<file path="src/axi_burst_pkg.sv">
package axi_burst_pkg;

    // burst type field
    localparam logic [1:0] AXI_BURST_FIXED = 2'b00;
    localparam logic [1:0] AXI_BURST_INCR  = 2'b01;

    // beat size field, log2 of bytes per beat
    localparam logic [2:0] AXI_SIZE_WORD = 3'b010;   // 4 bytes per beat

    // id used for every dcache line transfer
    localparam logic [3:0] AXI_ID_DCACHE = 4'b0001;

    // width of arlen / awlen, axi3 style
    localparam int AXI_LEN_W = 4;

    // longest burst that fits the length field
    localparam int AXI_MAX_BEATS = 1 << AXI_LEN_W;

    // okay response, the bridge never looks at it
    localparam logic [1:0] AXI_RESP_OKAY = 2'b00;

endpackage

</file>
<file path="src/line_bridge_pkg.sv">
package line_bridge_pkg;

    // one bus data word and one byte address
    typedef logic [31:0] word_t;
    typedef logic [31:0] addr_t;

    // words per cache line unless the top says otherwise
    localparam int DEFAULT_LINE_WORDS = 4;

    // transfer states, one transfer at a time
    typedef enum logic [2:0] {
        S_IDLE    = 3'd0,
        S_RD_ADDR = 3'd1,   // arvalid up
        S_RD_DATA = 3'd2,   // rready up, collecting beats
        S_WR_ADDR = 3'd3,   // awvalid up
        S_WR_DATA = 3'd4,   // wvalid up, sending beats
        S_WR_RESP = 3'd5    // bready up
    } xfer_state_t;

    // bytes covered by one line of n words
    function automatic int line_bytes(input int n);
        return n * 4;
    endfunction

endpackage

</file>
<file path="src/beat_if.sv">
`timescale 1ns/1ps

// beat control shared by the fsm, the counter and the two data blocks
interface beat_if #(
    parameter int LINE_WORDS = 4
);
    localparam int IDX_W = $clog2(LINE_WORDS);

    logic             start;      // request accepted this cycle
    logic             is_write;   // direction of the transfer
    logic             step;       // one accepted data beat
    logic [IDX_W-1:0] beat_idx;   // word of the line for this beat
    logic             last_beat;

    modport ctrl (
        output start, is_write, step,
        input  last_beat
    );

    modport count (
        input  start, step,
        output beat_idx, last_beat
    );

    modport data (
        input start, is_write, step, beat_idx, last_beat
    );
endinterface

</file>
<file path="src/beat_counter.sv">
`timescale 1ns/1ps

module beat_counter #(
    parameter int LINE_WORDS = 4
) (
    input  logic  clk,
    input  logic  reset,
    beat_if.count beat
);
    localparam int IDX_W = $clog2(LINE_WORDS);
    localparam int CNT_W = IDX_W + 1;   // one extra bit to see the end of the burst

    logic [CNT_W-1:0] cnt;

    always_ff @(posedge clk) begin
        if (reset) begin
            cnt <= '0;
        end else if (beat.start) begin
            cnt <= '0;
        end else if (beat.step) begin
            cnt <= cnt + 1'b1;
        end
    end

    assign beat.beat_idx  = cnt[IDX_W-1:0];
    assign beat.last_beat = (cnt == CNT_W'(LINE_WORDS - 1));

    // the fsm must stop stepping once the last beat has gone
    a_no_extra_step: assert property (
        @(posedge clk) disable iff (reset)
        beat.step |-> (cnt <= CNT_W'(LINE_WORDS - 1))
    ) else $error("beat step past end of line, cnt=%0d", cnt);

endmodule

</file>
<file path="src/transfer_fsm.sv">
`timescale 1ns/1ps

module transfer_fsm (
    input  logic                   clk,
    input  logic                   reset,
    input  logic                   rd_req,
    input  logic                   wr_req,
    input  line_bridge_pkg::addr_t rd_addr,
    input  line_bridge_pkg::addr_t wr_addr,
    output logic                   rd_rdy,
    output logic                   wr_rdy,
    output line_bridge_pkg::addr_t araddr,
    output line_bridge_pkg::addr_t awaddr,
    output logic                   arvalid,
    output logic                   awvalid,
    output logic                   rready,
    output logic                   wvalid,
    output logic                   bready,
    input  logic                   arready,
    input  logic                   awready,
    input  logic                   rvalid,
    input  logic                   rlast,
    input  logic                   wready,
    input  logic                   bvalid,
    beat_if.ctrl                   beat
);
    import line_bridge_pkg::*;

    xfer_state_t state;
    xfer_state_t state_next;
    addr_t       addr_q;      // held while arvalid / awvalid is up
    logic        wr_q;        // direction of the running transfer
    logic        accept;

    // write wins a tie so the victim line leaves before the refill
    assign accept = (state == S_IDLE) && (rd_req || wr_req);

    always_ff @(posedge clk) begin
        if (reset) begin
            state <= S_IDLE;
            wr_q  <= 1'b0;
        end else begin
            state <= state_next;
            if (accept)
                wr_q <= wr_req;
        end
    end

    always_ff @(posedge clk) begin
        if (accept)
            addr_q <= wr_req ? wr_addr : rd_addr;
    end

    always_comb begin
        state_next = state;
        case (state)
            S_IDLE: begin
                if (wr_req)
                    state_next = S_WR_ADDR;
                else if (rd_req)
                    state_next = S_RD_ADDR;
            end
            S_RD_ADDR: if (arready) state_next = S_RD_DATA;
            S_RD_DATA: if (rvalid && beat.last_beat) state_next = S_IDLE;
            S_WR_ADDR: if (awready) state_next = S_WR_DATA;
            S_WR_DATA: if (wready && beat.last_beat) state_next = S_WR_RESP;
            S_WR_RESP: if (bvalid) state_next = S_IDLE;
            default:   state_next = S_IDLE;
        endcase
    end

    // beat control toward the counter and data blocks
    assign beat.start    = accept;
    assign beat.is_write = (state == S_IDLE) ? wr_req : wr_q;
    assign beat.step     = (state == S_RD_DATA && rvalid) ||
                           (state == S_WR_DATA && wready);

    assign araddr  = addr_q;
    assign awaddr  = addr_q;
    assign arvalid = (state == S_RD_ADDR);
    assign rready  = (state == S_RD_DATA);
    assign awvalid = (state == S_WR_ADDR);
    assign wvalid  = (state == S_WR_DATA);
    assign bready  = (state == S_WR_RESP);

    // a read loses to a write in the same idle cycle
    assign wr_rdy = (state == S_IDLE);
    assign rd_rdy = (state == S_IDLE) && !wr_req;

    // slave burst length and our beat count must agree
    a_rlast_match: assert property (
        @(posedge clk) disable iff (reset)
        (rvalid && rready) |-> (rlast == beat.last_beat)
    ) else $error("rlast=%0b but last_beat=%0b", rlast, beat.last_beat);

    // the slave answers only after the last w beat
    a_b_in_resp: assert property (
        @(posedge clk) disable iff (reset)
        bvalid |-> (state == S_WR_RESP)
    ) else $error("bvalid outside the write response phase");

endmodule

</file>
<file path="src/line_assembler.sv">
`timescale 1ns/1ps

module line_assembler #(
    parameter int LINE_WORDS = 4
) (
    input  logic                                    clk,
    input  logic                                    reset,
    input  line_bridge_pkg::word_t                  rdata,
    output logic                                    ret_valid,
    output line_bridge_pkg::word_t [LINE_WORDS-1:0] ret_data,
    beat_if.data                                    beat
);
    import line_bridge_pkg::*;

    localparam int IDX_W = $clog2(LINE_WORDS);

    word_t [LINE_WORDS-1:0] line_q;   // word 0 in the low bits
    logic                   rd_step;
    logic [IDX_W-1:0]       wr_ptr;

    assign rd_step = beat.step && !beat.is_write;
    assign wr_ptr  = beat.beat_idx;

    // beats land in the line as they are accepted
    always_ff @(posedge clk) begin
        if (rd_step)
            line_q[wr_ptr] <= rdata;
    end

    // one pulse, the cycle after the final r beat
    always_ff @(posedge clk) begin
        if (reset)
            ret_valid <= 1'b0;
        else
            ret_valid <= rd_step && beat.last_beat;
    end

    assign ret_data = line_q;

endmodule

</file>
<file path="src/line_serializer.sv">
`timescale 1ns/1ps

module line_serializer #(
    parameter int LINE_WORDS = 4
) (
    input  logic                                    clk,
    input  logic                                    reset,
    input  line_bridge_pkg::word_t [LINE_WORDS-1:0] wr_data,
    output line_bridge_pkg::word_t                  wdata,
    output logic                                    wlast,
    beat_if.data                                    beat
);
    import line_bridge_pkg::*;

    word_t [LINE_WORDS-1:0] line_q;
    logic                   load;
    logic                   wr_busy;   // line latched, w beats still owed

    assign load = beat.start && beat.is_write;

    // cache only holds wr_data until the accept edge
    always_ff @(posedge clk) begin
        if (load)
            line_q <= wr_data;
    end

    always_ff @(posedge clk) begin
        if (reset) begin
            wr_busy <= 1'b0;
        end else if (load) begin
            wr_busy <= 1'b1;
        end else if (beat.step && beat.last_beat) begin
            wr_busy <= 1'b0;   // final w beat accepted
        end
    end

    // word follows the beat index without a register stage
    assign wdata = line_q[beat.beat_idx];
    assign wlast = wr_busy && beat.last_beat;

    // no new write may be accepted before the current line has gone out
    a_no_reload: assert property (
        @(posedge clk) disable iff (reset)
        load |-> !wr_busy
    ) else $error("write line reloaded during a burst");

endmodule

</file>
<file path="src/line_bridge_top.sv">
`timescale 1ns/1ps

module line_bridge_top #(
    parameter int LINE_WORDS = line_bridge_pkg::DEFAULT_LINE_WORDS
) (
    input  logic                                        clk,
    input  logic                                        reset,
    // dcache side
    input  logic                                        rd_req,
    input  line_bridge_pkg::addr_t                      rd_addr,
    output logic                                        rd_rdy,
    output logic                                        ret_valid,
    output line_bridge_pkg::word_t [LINE_WORDS-1:0]     ret_data,
    input  logic                                        wr_req,
    input  line_bridge_pkg::addr_t                      wr_addr,
    input  line_bridge_pkg::word_t [LINE_WORDS-1:0]     wr_data,
    output logic                                        wr_rdy,
    // ar channel
    output logic [3:0]                                  arid,
    output line_bridge_pkg::addr_t                      araddr,
    output logic [axi_burst_pkg::AXI_LEN_W-1:0]         arlen,
    output logic [2:0]                                  arsize,
    output logic [1:0]                                  arburst,
    output logic                                        arvalid,
    input  logic                                        arready,
    // r channel
    input  line_bridge_pkg::word_t                      rdata,
    input  logic                                        rlast,
    input  logic                                        rvalid,
    output logic                                        rready,
    // aw channel
    output logic [3:0]                                  awid,
    output line_bridge_pkg::addr_t                      awaddr,
    output logic [axi_burst_pkg::AXI_LEN_W-1:0]         awlen,
    output logic [2:0]                                  awsize,
    output logic [1:0]                                  awburst,
    output logic                                        awvalid,
    input  logic                                        awready,
    // w channel
    output line_bridge_pkg::word_t                      wdata,
    output logic                                        wlast,
    output logic                                        wvalid,
    input  logic                                        wready,
    // b channel
    input  logic                                        bvalid,
    output logic                                        bready
);
    import axi_burst_pkg::*;

    beat_if #(.LINE_WORDS(LINE_WORDS)) beat_bus ();

    // every transfer is one full line, incrementing
    assign arid    = AXI_ID_DCACHE;
    assign arlen   = AXI_LEN_W'(LINE_WORDS - 1);
    assign arsize  = AXI_SIZE_WORD;
    assign arburst = AXI_BURST_INCR;
    assign awid    = AXI_ID_DCACHE;
    assign awlen   = AXI_LEN_W'(LINE_WORDS - 1);
    assign awsize  = AXI_SIZE_WORD;
    assign awburst = AXI_BURST_INCR;

    transfer_fsm u_fsm (
        .clk     (clk),
        .reset   (reset),
        .rd_req  (rd_req),
        .wr_req  (wr_req),
        .rd_addr (rd_addr),
        .wr_addr (wr_addr),
        .rd_rdy  (rd_rdy),
        .wr_rdy  (wr_rdy),
        .araddr  (araddr),
        .awaddr  (awaddr),
        .arvalid (arvalid),
        .awvalid (awvalid),
        .rready  (rready),
        .wvalid  (wvalid),
        .bready  (bready),
        .arready (arready),
        .awready (awready),
        .rvalid  (rvalid),
        .rlast   (rlast),
        .wready  (wready),
        .bvalid  (bvalid),
        .beat    (beat_bus.ctrl)
    );

    beat_counter #(.LINE_WORDS(LINE_WORDS)) u_counter (
        .clk   (clk),
        .reset (reset),
        .beat  (beat_bus.count)
    );

    line_assembler #(.LINE_WORDS(LINE_WORDS)) u_assembler (
        .clk       (clk),
        .reset     (reset),
        .rdata     (rdata),
        .ret_valid (ret_valid),
        .ret_data  (ret_data),
        .beat      (beat_bus.data)
    );

    line_serializer #(.LINE_WORDS(LINE_WORDS)) u_serializer (
        .clk     (clk),
        .reset   (reset),
        .wr_data (wr_data),
        .wdata   (wdata),
        .wlast   (wlast),
        .beat    (beat_bus.data)
    );

endmodule

</file>
<file path="config.mk">
export PLATFORM = sky130hd
export DESIGN_NAME = line_bridge_top
export DESIGN_NICKNAME = d
export VERILOG_FILES = /design/src/axi_burst_pkg.sv /design/src/line_bridge_pkg.sv /design/src/beat_if.sv /design/src/beat_counter.sv /design/src/transfer_fsm.sv /design/src/line_assembler.sv /design/src/line_serializer.sv /design/src/line_bridge_top.sv
export SDC_FILE = /design/constraint.sdc
export NUM_CORES = 1
export LEC_CHECK = 0
export BUFFER_PORTS_ARGS = -buffer_cell sky130_fd_sc_hd__buf_2
export CAP_MARGIN = 25
export CORE_AREA = 3 3 191 193
export DETAILED_ROUTE_END_ITERATION = 6
export DIE_AREA = 0 0 194 196
export SYNTH_ARGS = -nofsm -noshare
export SYNTH_HDL_FRONTEND = slang
export SYNTH_HIERARCHICAL = 1
export SYNTH_SLANG_ARGS = --single-unit
</file>
<file path="constraint.sdc">
create_clock -name clk -period 6.5 [get_ports clk]
set_clock_uncertainty 0.1 [all_clocks]
set_input_delay 0.325 -clock clk [delete_from_list [all_inputs] [get_ports clk]]
set_output_delay 0.325 -clock clk [all_outputs]
set_load 0.02 [all_outputs]
</file>
==> results.toml, run 1 <==
[run_status]
outcome = "completed"

[global_route]
grt_pass1_wl_um = 44100
grt_antenna_before_repair = 0
grt-ovfl-total = 0
grt_max_degree = 49
grt_pass1_vias = 7647
grtUsageTotal_pct = 14.7

[worst_setup_path]
reg2reg_to = "u_assembler/ret_data[65]"
critical_path.endpoint_type = "output pin"
startpoint_type = "flip-flop"
crit_buf_inv = 2
critical_path.cell_chain = "buf_4 > mux4_1 > buf_2"
crit_arrival_ns = 2.60
crit_type = "reg2out"
crit_family = "flip-flops"
slowest_delay_ns = 0.72
cp_max_fo = 22
r2r_setup_slack_ns = 3.60
worst_r2r_path_depth = 3
regToRegStartpoint = "u_fsm/state[2]"
crit_required_ns = 6.07
cpMaxStageDelayCell = "dfxtp_2"

[drt]
drt-total-wl_um = 29400
wl_per_cell_um = 17.8
drtAntennaViolNets = 0
vias = 7076
routed_via_density = 4.29
dr.pass1.iters = 4
drt_iter0_markers = 285
route.detailed.drc = 0

[placement]
placed_cells = 1364
post-dp-hpwl_um = 19200
pre_cts_ws_ns = 3.32
place.gp.congestion = 0.757
numPortBuffers = 465
post_dp_cell_area_um2 = 13400

[timing]
final_hold_viol_count = 0
slew_viol_final = 0
fin_crit_ns = 3.02
tns_ns = 0
max_slew.worst_pin.slew_ns = 1.05
finalCritPeriodShare_pct = 46.5
rsz0062_at_grt = "false"
relSlewSlack_pct = 30.2
setup_ws_ns = 3.48
max_freq_mhz = 331
hold_ws_ns = 0.0932
setup_viol = 0

[clocking]
cts_htree_levels = 1
cts-root-buf = "clkbuf_16"
clk_path_buf_depth = 3
cts_tree = "built"
ctsResizeCount = 0
cts_hold_buf = 227
clkTransAtPathRegs_ns = 0.06
cts.sinks = 297
post_cts_buffers = 0
cts_buffers = 31
insertion_delay_ns = 0.56

[final_layout]
fill_cells = 2930
fin_area_um2 = 16600
final_util_pct = 47.9
area_growth_pct = 52.2
nNetsFinal = 1405
final_cells = 1651
drive_gt1_share_pct = 50.0

[job]
drv_cap = 0

[synth]
synth-warning-count = 6
synthArstFlopShare_pct = 0
synth_area_um2 = 10900
yosys.area_share.simple_pct = 2.16
ys_seq_area_share_pct = 80.8
synth-seq-cells = 297
ys.flop_type = "edfxtp_1"
synth_area_leader_cell = "edfxtp_1"
yosysTopAreaCellShare_pct = 79.1
post_synth.cell_area_avg_um2 = 22.4
synth_top_family_by_area = "multiplexers"
synth_area_leaders = "edfxtp_1 79%, mux4_2 6.2%, buf_4 4.1%"
synth.area.mux_share_pct = 10.2
synth_edf_count = 288
synth-xor-area-share_pct = 0.0801
synth_cell_types = 44
yosysMostFrequentCell = "edfxtp_1"
synth_common_cells = "288 x edfxtp_1, 60 x buf_4, 33 x mux2_2"
synth_adder_area_share_pct = 0.229
syn_inst = 488
synth-compound-area-share_pct = 1.06

[worst_hold_path]
hold_depth = 4
hold_class = "in2reg"
hold_start = "wready"
hold_end = "u_fsm/state[0]"

[floorplan]
ios = 493
core_um2 = 34700
die_h_um = 196
die-area_um2 = 38000
rows = 68
start_util_pct = 31.5
die_x_um = 194

[power_and_ir_drop]
power_density_nw_per_um2 = 320
totalPowerFinal_mw = 5.33
ir_drop_v = 0.000308
power_leakage_nw = 6.52
[worst max-delay path by stage]
stage                      from                       to  slack, ns  cells after the start
2_1_floorplan    u_fsm/state[2]     u_serializer/wr_busy       0.86                      5
3_3_place_gp             wr_req   u_serializer/line_q[2]       3.39                      4
3_5_place_dp             wr_req  u_serializer/line_q[69]       3.32                      4
4_1_cts        u_counter/cnt[0]                 wdata[0]       3.35                      3
5_1_grt        u_counter/cnt[0]                 wdata[0]       3.25                      3
6_report       u_counter/cnt[0]                 wdata[0]       3.48                      3
[logic make-up after synthesis]
group / count (synthesis)
DFF: 297
adders and majority gates: 2
AOI/OAI and AO/OA: 13
buffers and inverters: 76
other: 2
xor gates and xnor gates: 1
muxes: 67
and+or+nand+nor: 30
[per-layer routing]
layer	GRT usage, %	vias up	share of wire [%]
met5	0	-	0
met4	4.18	0	2.6
met3	3.90	50	7.1
met2	26.5	327	52
met1	17.5	3453	38
li1	-	3246	-
[worst reg2reg max path: cells and delay by family (launching register included)]
kind	cells	cell delay [ns]
AOI/OAI and AO/OA	1	0.50
DFF	1	0.59
and+or+nand+nor	2	1.31
[power by group]
group          total, mW  switching, mW  internal, mW
sequential          2.59          0.118          2.47
clock               1.65          0.710         0.940
combinational       1.09          0.670         0.422
[area by class of cell]
| type | count | area (um^2) | share of cell area, % |
|---|---|---|---|
| sequential | 297 | 8830 | 53.1 |
| timing repair buffer | 698 | 4640 | 27.9 |
| multi-input combinational | 139 | 1620 | 9.71 |
| clock buffer | 40 | 830 | 4.99 |
| tap | 455 | 569 | 3.42 |
| clock inverter | 18 | 126 | 0.760 |
| inverter | 2 | 7.51 | 0.0451 |
| antenna | 2 | 5.00 | 0.0301 |
[placed cells by master, fill, tap and decap left out, types with 3 or more instances in the layout]
cell             n
and4bb_2         3
buf_2          465
buf_4            6
clkbuf_1         7
clkbuf_16       31
clkinv_1         5
clkinv_2         7
clkinvlp_4       3
conb_1          26
dfxtp_1          7
dlygate4sd3_1  227
edfxtp_1       288
mux2_2          33
mux4_2          30
nand2_1          3
nor3_2           3
[registers in the layout (all words and copies together) (netlist names)]
name and cells:
u_serializer/wr_busy 1, u_counter/cnt 3, u_fsm/state 3, u_fsm/wr_q 1
u_fsm/araddr 32, u_assembler/ret_data 128, u_serializer/line_q 128, u_assembler/ret_valid 1
(Power assumes the default switching activity.)
==> run 2: changes to the inputs <==
--- a/config.mk
+++ b/config.mk
@@ -5,11 +5,12 @@
 export SDC_FILE = /design/constraint.sdc
 export NUM_CORES = 1
 export LEC_CHECK = 0
+export ABC_AREA = 1
 export BUFFER_PORTS_ARGS = -buffer_cell sky130_fd_sc_hd__buf_2
 export CAP_MARGIN = 25
-export CORE_AREA = 3 3 191 193
+export CORE_AREA = 3 3 190 192
 export DETAILED_ROUTE_END_ITERATION = 6
-export DIE_AREA = 0 0 194 196
+export DIE_AREA = 0 0 193 195
 export SYNTH_ARGS = -nofsm -noshare
 export SYNTH_HDL_FRONTEND = slang
 export SYNTH_HIERARCHICAL = 1
==> constraint.sdc (replaced) <==
create_clock -name clk -period 2.6 [get_ports clk]
set_clock_uncertainty 0.1 [all_clocks]
set_input_delay 0.13 -clock clk [delete_from_list [all_inputs] [get_ports clk]]
set_output_delay 0.13 -clock clk [all_outputs]
set_load 0.02 [all_outputs]
==> run 2 against run 1 <==
Against the previous run:
- clock power rose by 140%
- critical path type is now in2reg
- combinational power rose to 3.9 times the previous value
- die area shrank 1.0%
- register-to-register slack worse by 3.3 ns
- non-clock buffer count grew 24
- routed wire length is 17% higher
==> results.toml, run 2 <==
[synth]
synth-seq-cells = 297
synthArstFlopShare_pct = 0
synth_area_um2 = 11700
synth_cell_types = 22
synth_edf_count = 288
ys.flop_type = "edfxtp_1"
yosysTopAreaCellShare_pct = 74.2
synth_area_leaders = "edfxtp_1 74%, nand2_1 6.1%, inv_1 4.8%"
yosysMostFrequentCell = "edfxtp_1"
ys_seq_area_share_pct = 75.7
post_synth.cell_area_avg_um2 = 13.5
syn_inst = 867
synth_area_leader_cell = "edfxtp_1"
synth-warning-count = 6
synth_common_cells = "288 x edfxtp_1, 189 x nand2_1, 148 x inv_1"

[power_and_ir_drop]
power_leakage_nw = 7.78
power_density_nw_per_um2 = 839
ir_drop_v = 0.000633

[timing]
hold_ws_ns = 0.0922
final_hold_viol_count = 0
relSlewSlack_pct = 62.6
setup_viol = 0
max_freq_mhz = 428
max_slew.worst_pin.slew_ns = 0.560
setup_ws_ns = 0.261
finalCritPeriodShare_pct = 90.0
fin_crit_ns = 2.34
slew_viol_final = 0
rsz0062_at_grt = "false"

[global_route]
grt-ovfl-total = 0
grt_pass1_vias = 9444
grtUsageTotal_pct = 17.7
grt_antenna_before_repair = 6
grt_pass1_wl_um = 51700
grt_max_degree = 59

[worst_setup_path]
cpMostUsedCell = "dlygate4sd3_1"
cpMaxStageDelayCell = "dlygate4sd3_1"
cp_max_fo = 14
critical_path.cell_chain = "dlygate4sd3_1 > buf_2 > nor2_2 > dlygate4sd3_1 > nor2_4 > nand2_2 > clkinvlp_4 > buf_4"
critical_path.endpoint_type = "flip-flop"
crit_arrival_ns = 2.54
slowest_delay_ns = 0.60
startpoint_type = "input pin"
crit_required_ns = 2.80
crit_type = "in2reg"

[placement]
post-dp-hpwl_um = 22900
placed_cells = 1749
numPortBuffers = 465
pre_cts_ws_ns = 0.481
place.gp.congestion = 0.833

[floorplan]
core_um2 = 34500
rows = 68
die-area_um2 = 37600
die_h_um = 195
die_x_um = 193
start_util_pct = 33.8
ios = 493

[run_status]
outcome = "completed"

[final_layout]
fill_cells = 2916
multiInputGateArea_um2 = 1770
final_util_pct = 51.1
seq_area_um2 = 8840
final_common_cell = "buf_2"
area_growth_pct = 51.3
final_cells = 2047
drive_gt1_share_pct = 37.0
nNetsFinal = 1798
final_cell_mix = "465 x buf_2, 288 x edfxtp_1, 235 x dlygate4sd3_1"

[clocking]
cts.sinks = 297
clk_path_buf_depth = 3
cts_htree_levels = 1
clkTransAtPathRegs_ns = 0.06
post_cts_buffers = 0
insertion_delay_ns = 0.56
cts_tree = "built"
cts_buffers = 31
cts-root-buf = "clkbuf_16"

[drt]
drtAntennaViolNets = 0
dr.pass1.iters = 4
wl_per_cell_um = 16.9
routed_via_density = 4.29
vias = 8781
drt_iter0_markers = 417
drt-total-wl_um = 34500
route.detailed.drc = 0

[job]
drv_cap = 0

[worst_hold_path]
hold_class = "in2reg"
-- run 2: final timing paths --
check	start	slack, ns	cells past startpoint	to
setup / recovery	wr_req	0.26	8	u_serializer/line_q[99]
hold / removal	wready	0.09	4	u_counter/cnt[2]
setup reg to reg	u_counter/cnt[0]	0.32	10	u_fsm/state[1]
hold reg to reg	u_counter/cnt[2]	0.37	2	u_counter/cnt[2]
-- run 2: cell families after synthesis --
logic type               count (synthesis)  synth area share [%]
buffers and inverters                  239                  10.3
other                                    2                0.0644
multiplexers                            32                  3.09
AND/OR/NAND/NOR                        285                  10.1
flip-flops                             297                  75.7
adder cells (fa/ha/maj)                  2                 0.215
AO/OA/AOI/OAI                           10                 0.504
-- run 2: cell type report --
type / count / area share (%)
multi-input cells: 355 / 10.0
well taps: 455 / 3.23
inverters: 155 / 3.35
repair buffers: 722 / 28.1
clock buffers: 41 / 4.61
clock inverters: 16 / 0.468
diodes: 6 / 0.0851
flip-flops and latches: 297 / 50.1
-- run 2: through the flow --
| stage | total power, mW | TNS, ns | cell area, um^2 |
|---|---|---|---|
| 6_report | 14.8 | 0 | 17600 |
| 2_1_floorplan | 9.32 | -79.79 | 11800 |
| 5_1_grt | 15.5 | 0 | 17600 |
| 3_3_place_gp | 10.6 | 0 | 14400 |
| 4_1_cts | 14.9 | 0 | 17600 |
| 3_5_place_dp | 10.6 | 0 | 14400 |
-- run 2: routing by layer --
layer | GRT usage, % | vias up | share of wire [%]
met4 | 6.99 | 0 | 3.8
li1 | - | 4189 | -
met5 | 0 | - | 0
met3 | 4.78 | 74 | 8.7
met2 | 31.9 | 406 | 51
met1 | 19.7 | 4112 | 37
-- run 2: what timing repair did --
item,4_1_cts,5_1_grt
gates resized for setup,0,2
hold endpoints to repair,297,0
endpoints found under the setup margin,0,27
hold buffers,235,0
-- run 2: power by group --
group	leakage, nW	internal, mW	switching, mW	total [mW]
Combinational	4.64	1.49	2.72	4.22
Sequential	2.72	6.32	0.318	6.63
Clock	0.423	2.18	1.78	3.96
-- run 2: worst max-delay path: cells and delay by family --
kind,cells,cell delay (ns)
buffers and inverters,5,2.15
and+or+nand+nor,3,0.24
==> run 3: changes to the inputs <==
--- a/config.mk
+++ b/config.mk
@@ -11,6 +11,8 @@
 export CORE_AREA = 3 3 190 192
 export DETAILED_ROUTE_END_ITERATION = 6
 export DIE_AREA = 0 0 193 195
+export PLACE_DENSITY = 0.6
+export REMOVE_ABC_BUFFERS = 1
 export SYNTH_ARGS = -nofsm -noshare
 export SYNTH_HDL_FRONTEND = slang
 export SYNTH_HIERARCHICAL = 1
==> run 3 against run 2 <==
Against the previous run:
- global-route usage shrank 0.38 points
- count of clock-buffer cells in the layout is 2 higher
- maximum frequency shrank 0.14%
==> results.toml, run 3 (synthesis results as in run 2) <==
[final_layout]
seq_area_um2 = 8830
area_growth_pct = 51.6
nNetsFinal = 1789
final_common_cell = "buf_2"
multiInputGateArea_um2 = 1760
drive_gt1_share_pct = 36.9
final_cell_mix = "465 x buf_2, 288 x edfxtp_1, 228 x dlygate4sd3_1"
fill_cells = 2931

[floorplan]
core_um2 = 34500
ios = 493
die_h_um = 195
die_x_um = 193
rows = 68
die-area_um2 = 37600
start_util_pct = 33.8

[clocking]
cts_hold_buf = 228
cts.sinks = 297
cts_htree_levels = 2
cts_buffers = 34
clk_path_buf_depth = 3
ctsResizeCount = 0
insertion_delay_ns = 0.49
cts-root-buf = "clkbuf_16"
clkTransAtPathRegs_ns = 0.06
cts_tree = "built"
post_cts_buffers = 0

[timing]
fin_crit_ns = 2.34
final_hold_viol_count = 0
rsz0062_at_grt = "false"
slew_viol_final = 0
max_slew.worst_pin.slew_ns = 0.754
tns_ns = 0
setup_viol = 0
relSlewSlack_pct = 49.7
finalCritPeriodShare_pct = 90.1
max_freq_mhz = 427

[run_status]
outcome = "completed"

[worst_setup_path]
critical_path.endpoint_type = "output pin"
worst_r2r_path_depth = 7
crit_type = "reg2out"
startpoint_type = "flip-flop"
crit_arrival_ns = 2.11
crit_required_ns = 2.37
cp_max_fo = 64

[drt]
dr.pass1.iters = 4
drtAntennaViolNets = 0
drt_iter0_markers = 511
route.detailed.drc = 0
vias = 8780
routed_via_density = 4.30
drt-total-wl_um = 33900
wl_per_cell_um = 16.6

[power_and_ir_drop]
power_density_nw_per_um2 = 863
ir_drop_v = 0.000515
totalPowerFinal_mw = 15.3
power_leakage_nw = 7.81

[global_route]
grt-ovfl-total = 0
grt_antenna_before_repair = 7
grt_pass1_wl_um = 50200
grtUsageTotal_pct = 17.3
grt_max_degree = 65
grt_pass1_vias = 9080

[placement]
numPortBuffers = 465
post-dp-hpwl_um = 22000
place.gp.congestion = 0.824

[worst_hold_path]
hold_depth = 7
hold_class = "in2reg"

[job]
drv_cap = 0
run 3: changes by cell type in the layout (fill, tap and decap cells not counted), sizes merged:
cell	change
dlygate4sd3	-7
diode	+2
clkinvlp	-2
bufinv	+2
inv	+1
clkbuf	+2
clkinv	+1
buf	-5
run 3: path summary, 6_finish.rpt:
check / start / to / slack, ns
max: u_counter/cnt[0] / wdata[25] / 0.26
min: arready / u_fsm/state[1] / 0.06
max reg2reg: u_fsm/state[0] / u_serializer/line_q[39] / 0.39
min reg2reg: u_serializer/wr_busy / u_serializer/wr_busy / 0.36
run 3: critical path, stage by stage, from the launching register on:
cell	delay [ns]
dfxtp_2	0.40
buf_4	0.61
nand2_1	0.17
nand3_1	0.13
nand2_1	0.08
buf_2	0.17
run 3: layout make-up:
cell class / count / area share (%)
Timing Repair Buffer: 710 / 27.4
Antenna cell: 8 / 0.113
Inverter: 155 / 3.30
Multi-Input combinational cell: 355 / 9.93
Clock inverter: 18 / 0.934
Clock buffer: 43 / 5.12
Sequential cell: 297 / 49.9
Tap cell: 455 / 3.22
run 3: routing by layer:
metal  track usage (%)  up-vias  wire length (um)
met3              3.97       78              2410
met2              32.9      416             18400
li1                  -     4172                 -
met4              6.27        0              1090
met1              18.5     4114             12000
met5                 0        -                 0
run 3: through the flow:
stage / utilization [%] / instances / hold slack [ns] / setup WS (ns) / area [um^2]
2_1_floorplan: - / 807 / 0.0991 / -2.81 / 11100
3_3_place_gp: 41.4 / 1744 / 0.207 / 0.390 / 14300
3_5_place_dp: 41.4 / 1744 / 0.208 / 0.401 / 14300
4_1_cts: 51.1 / 2033 / 0.0143 / 0.204 / 17700
5_1_grt: 51.2 / 2041 / 0.0726 / 0.0930 / 17700
6_report: 51.2 / 2041 / 0.0574 / 0.258 / 17700
run 3: power breakdown:
part,total [mW],leakage (nW),switching [mW],internal (mW)
Sequential,6.61,2.71,0.297,6.31
Clock,4.55,0.512,1.86,2.69
Combinational,4.10,4.59,2.71,1.39
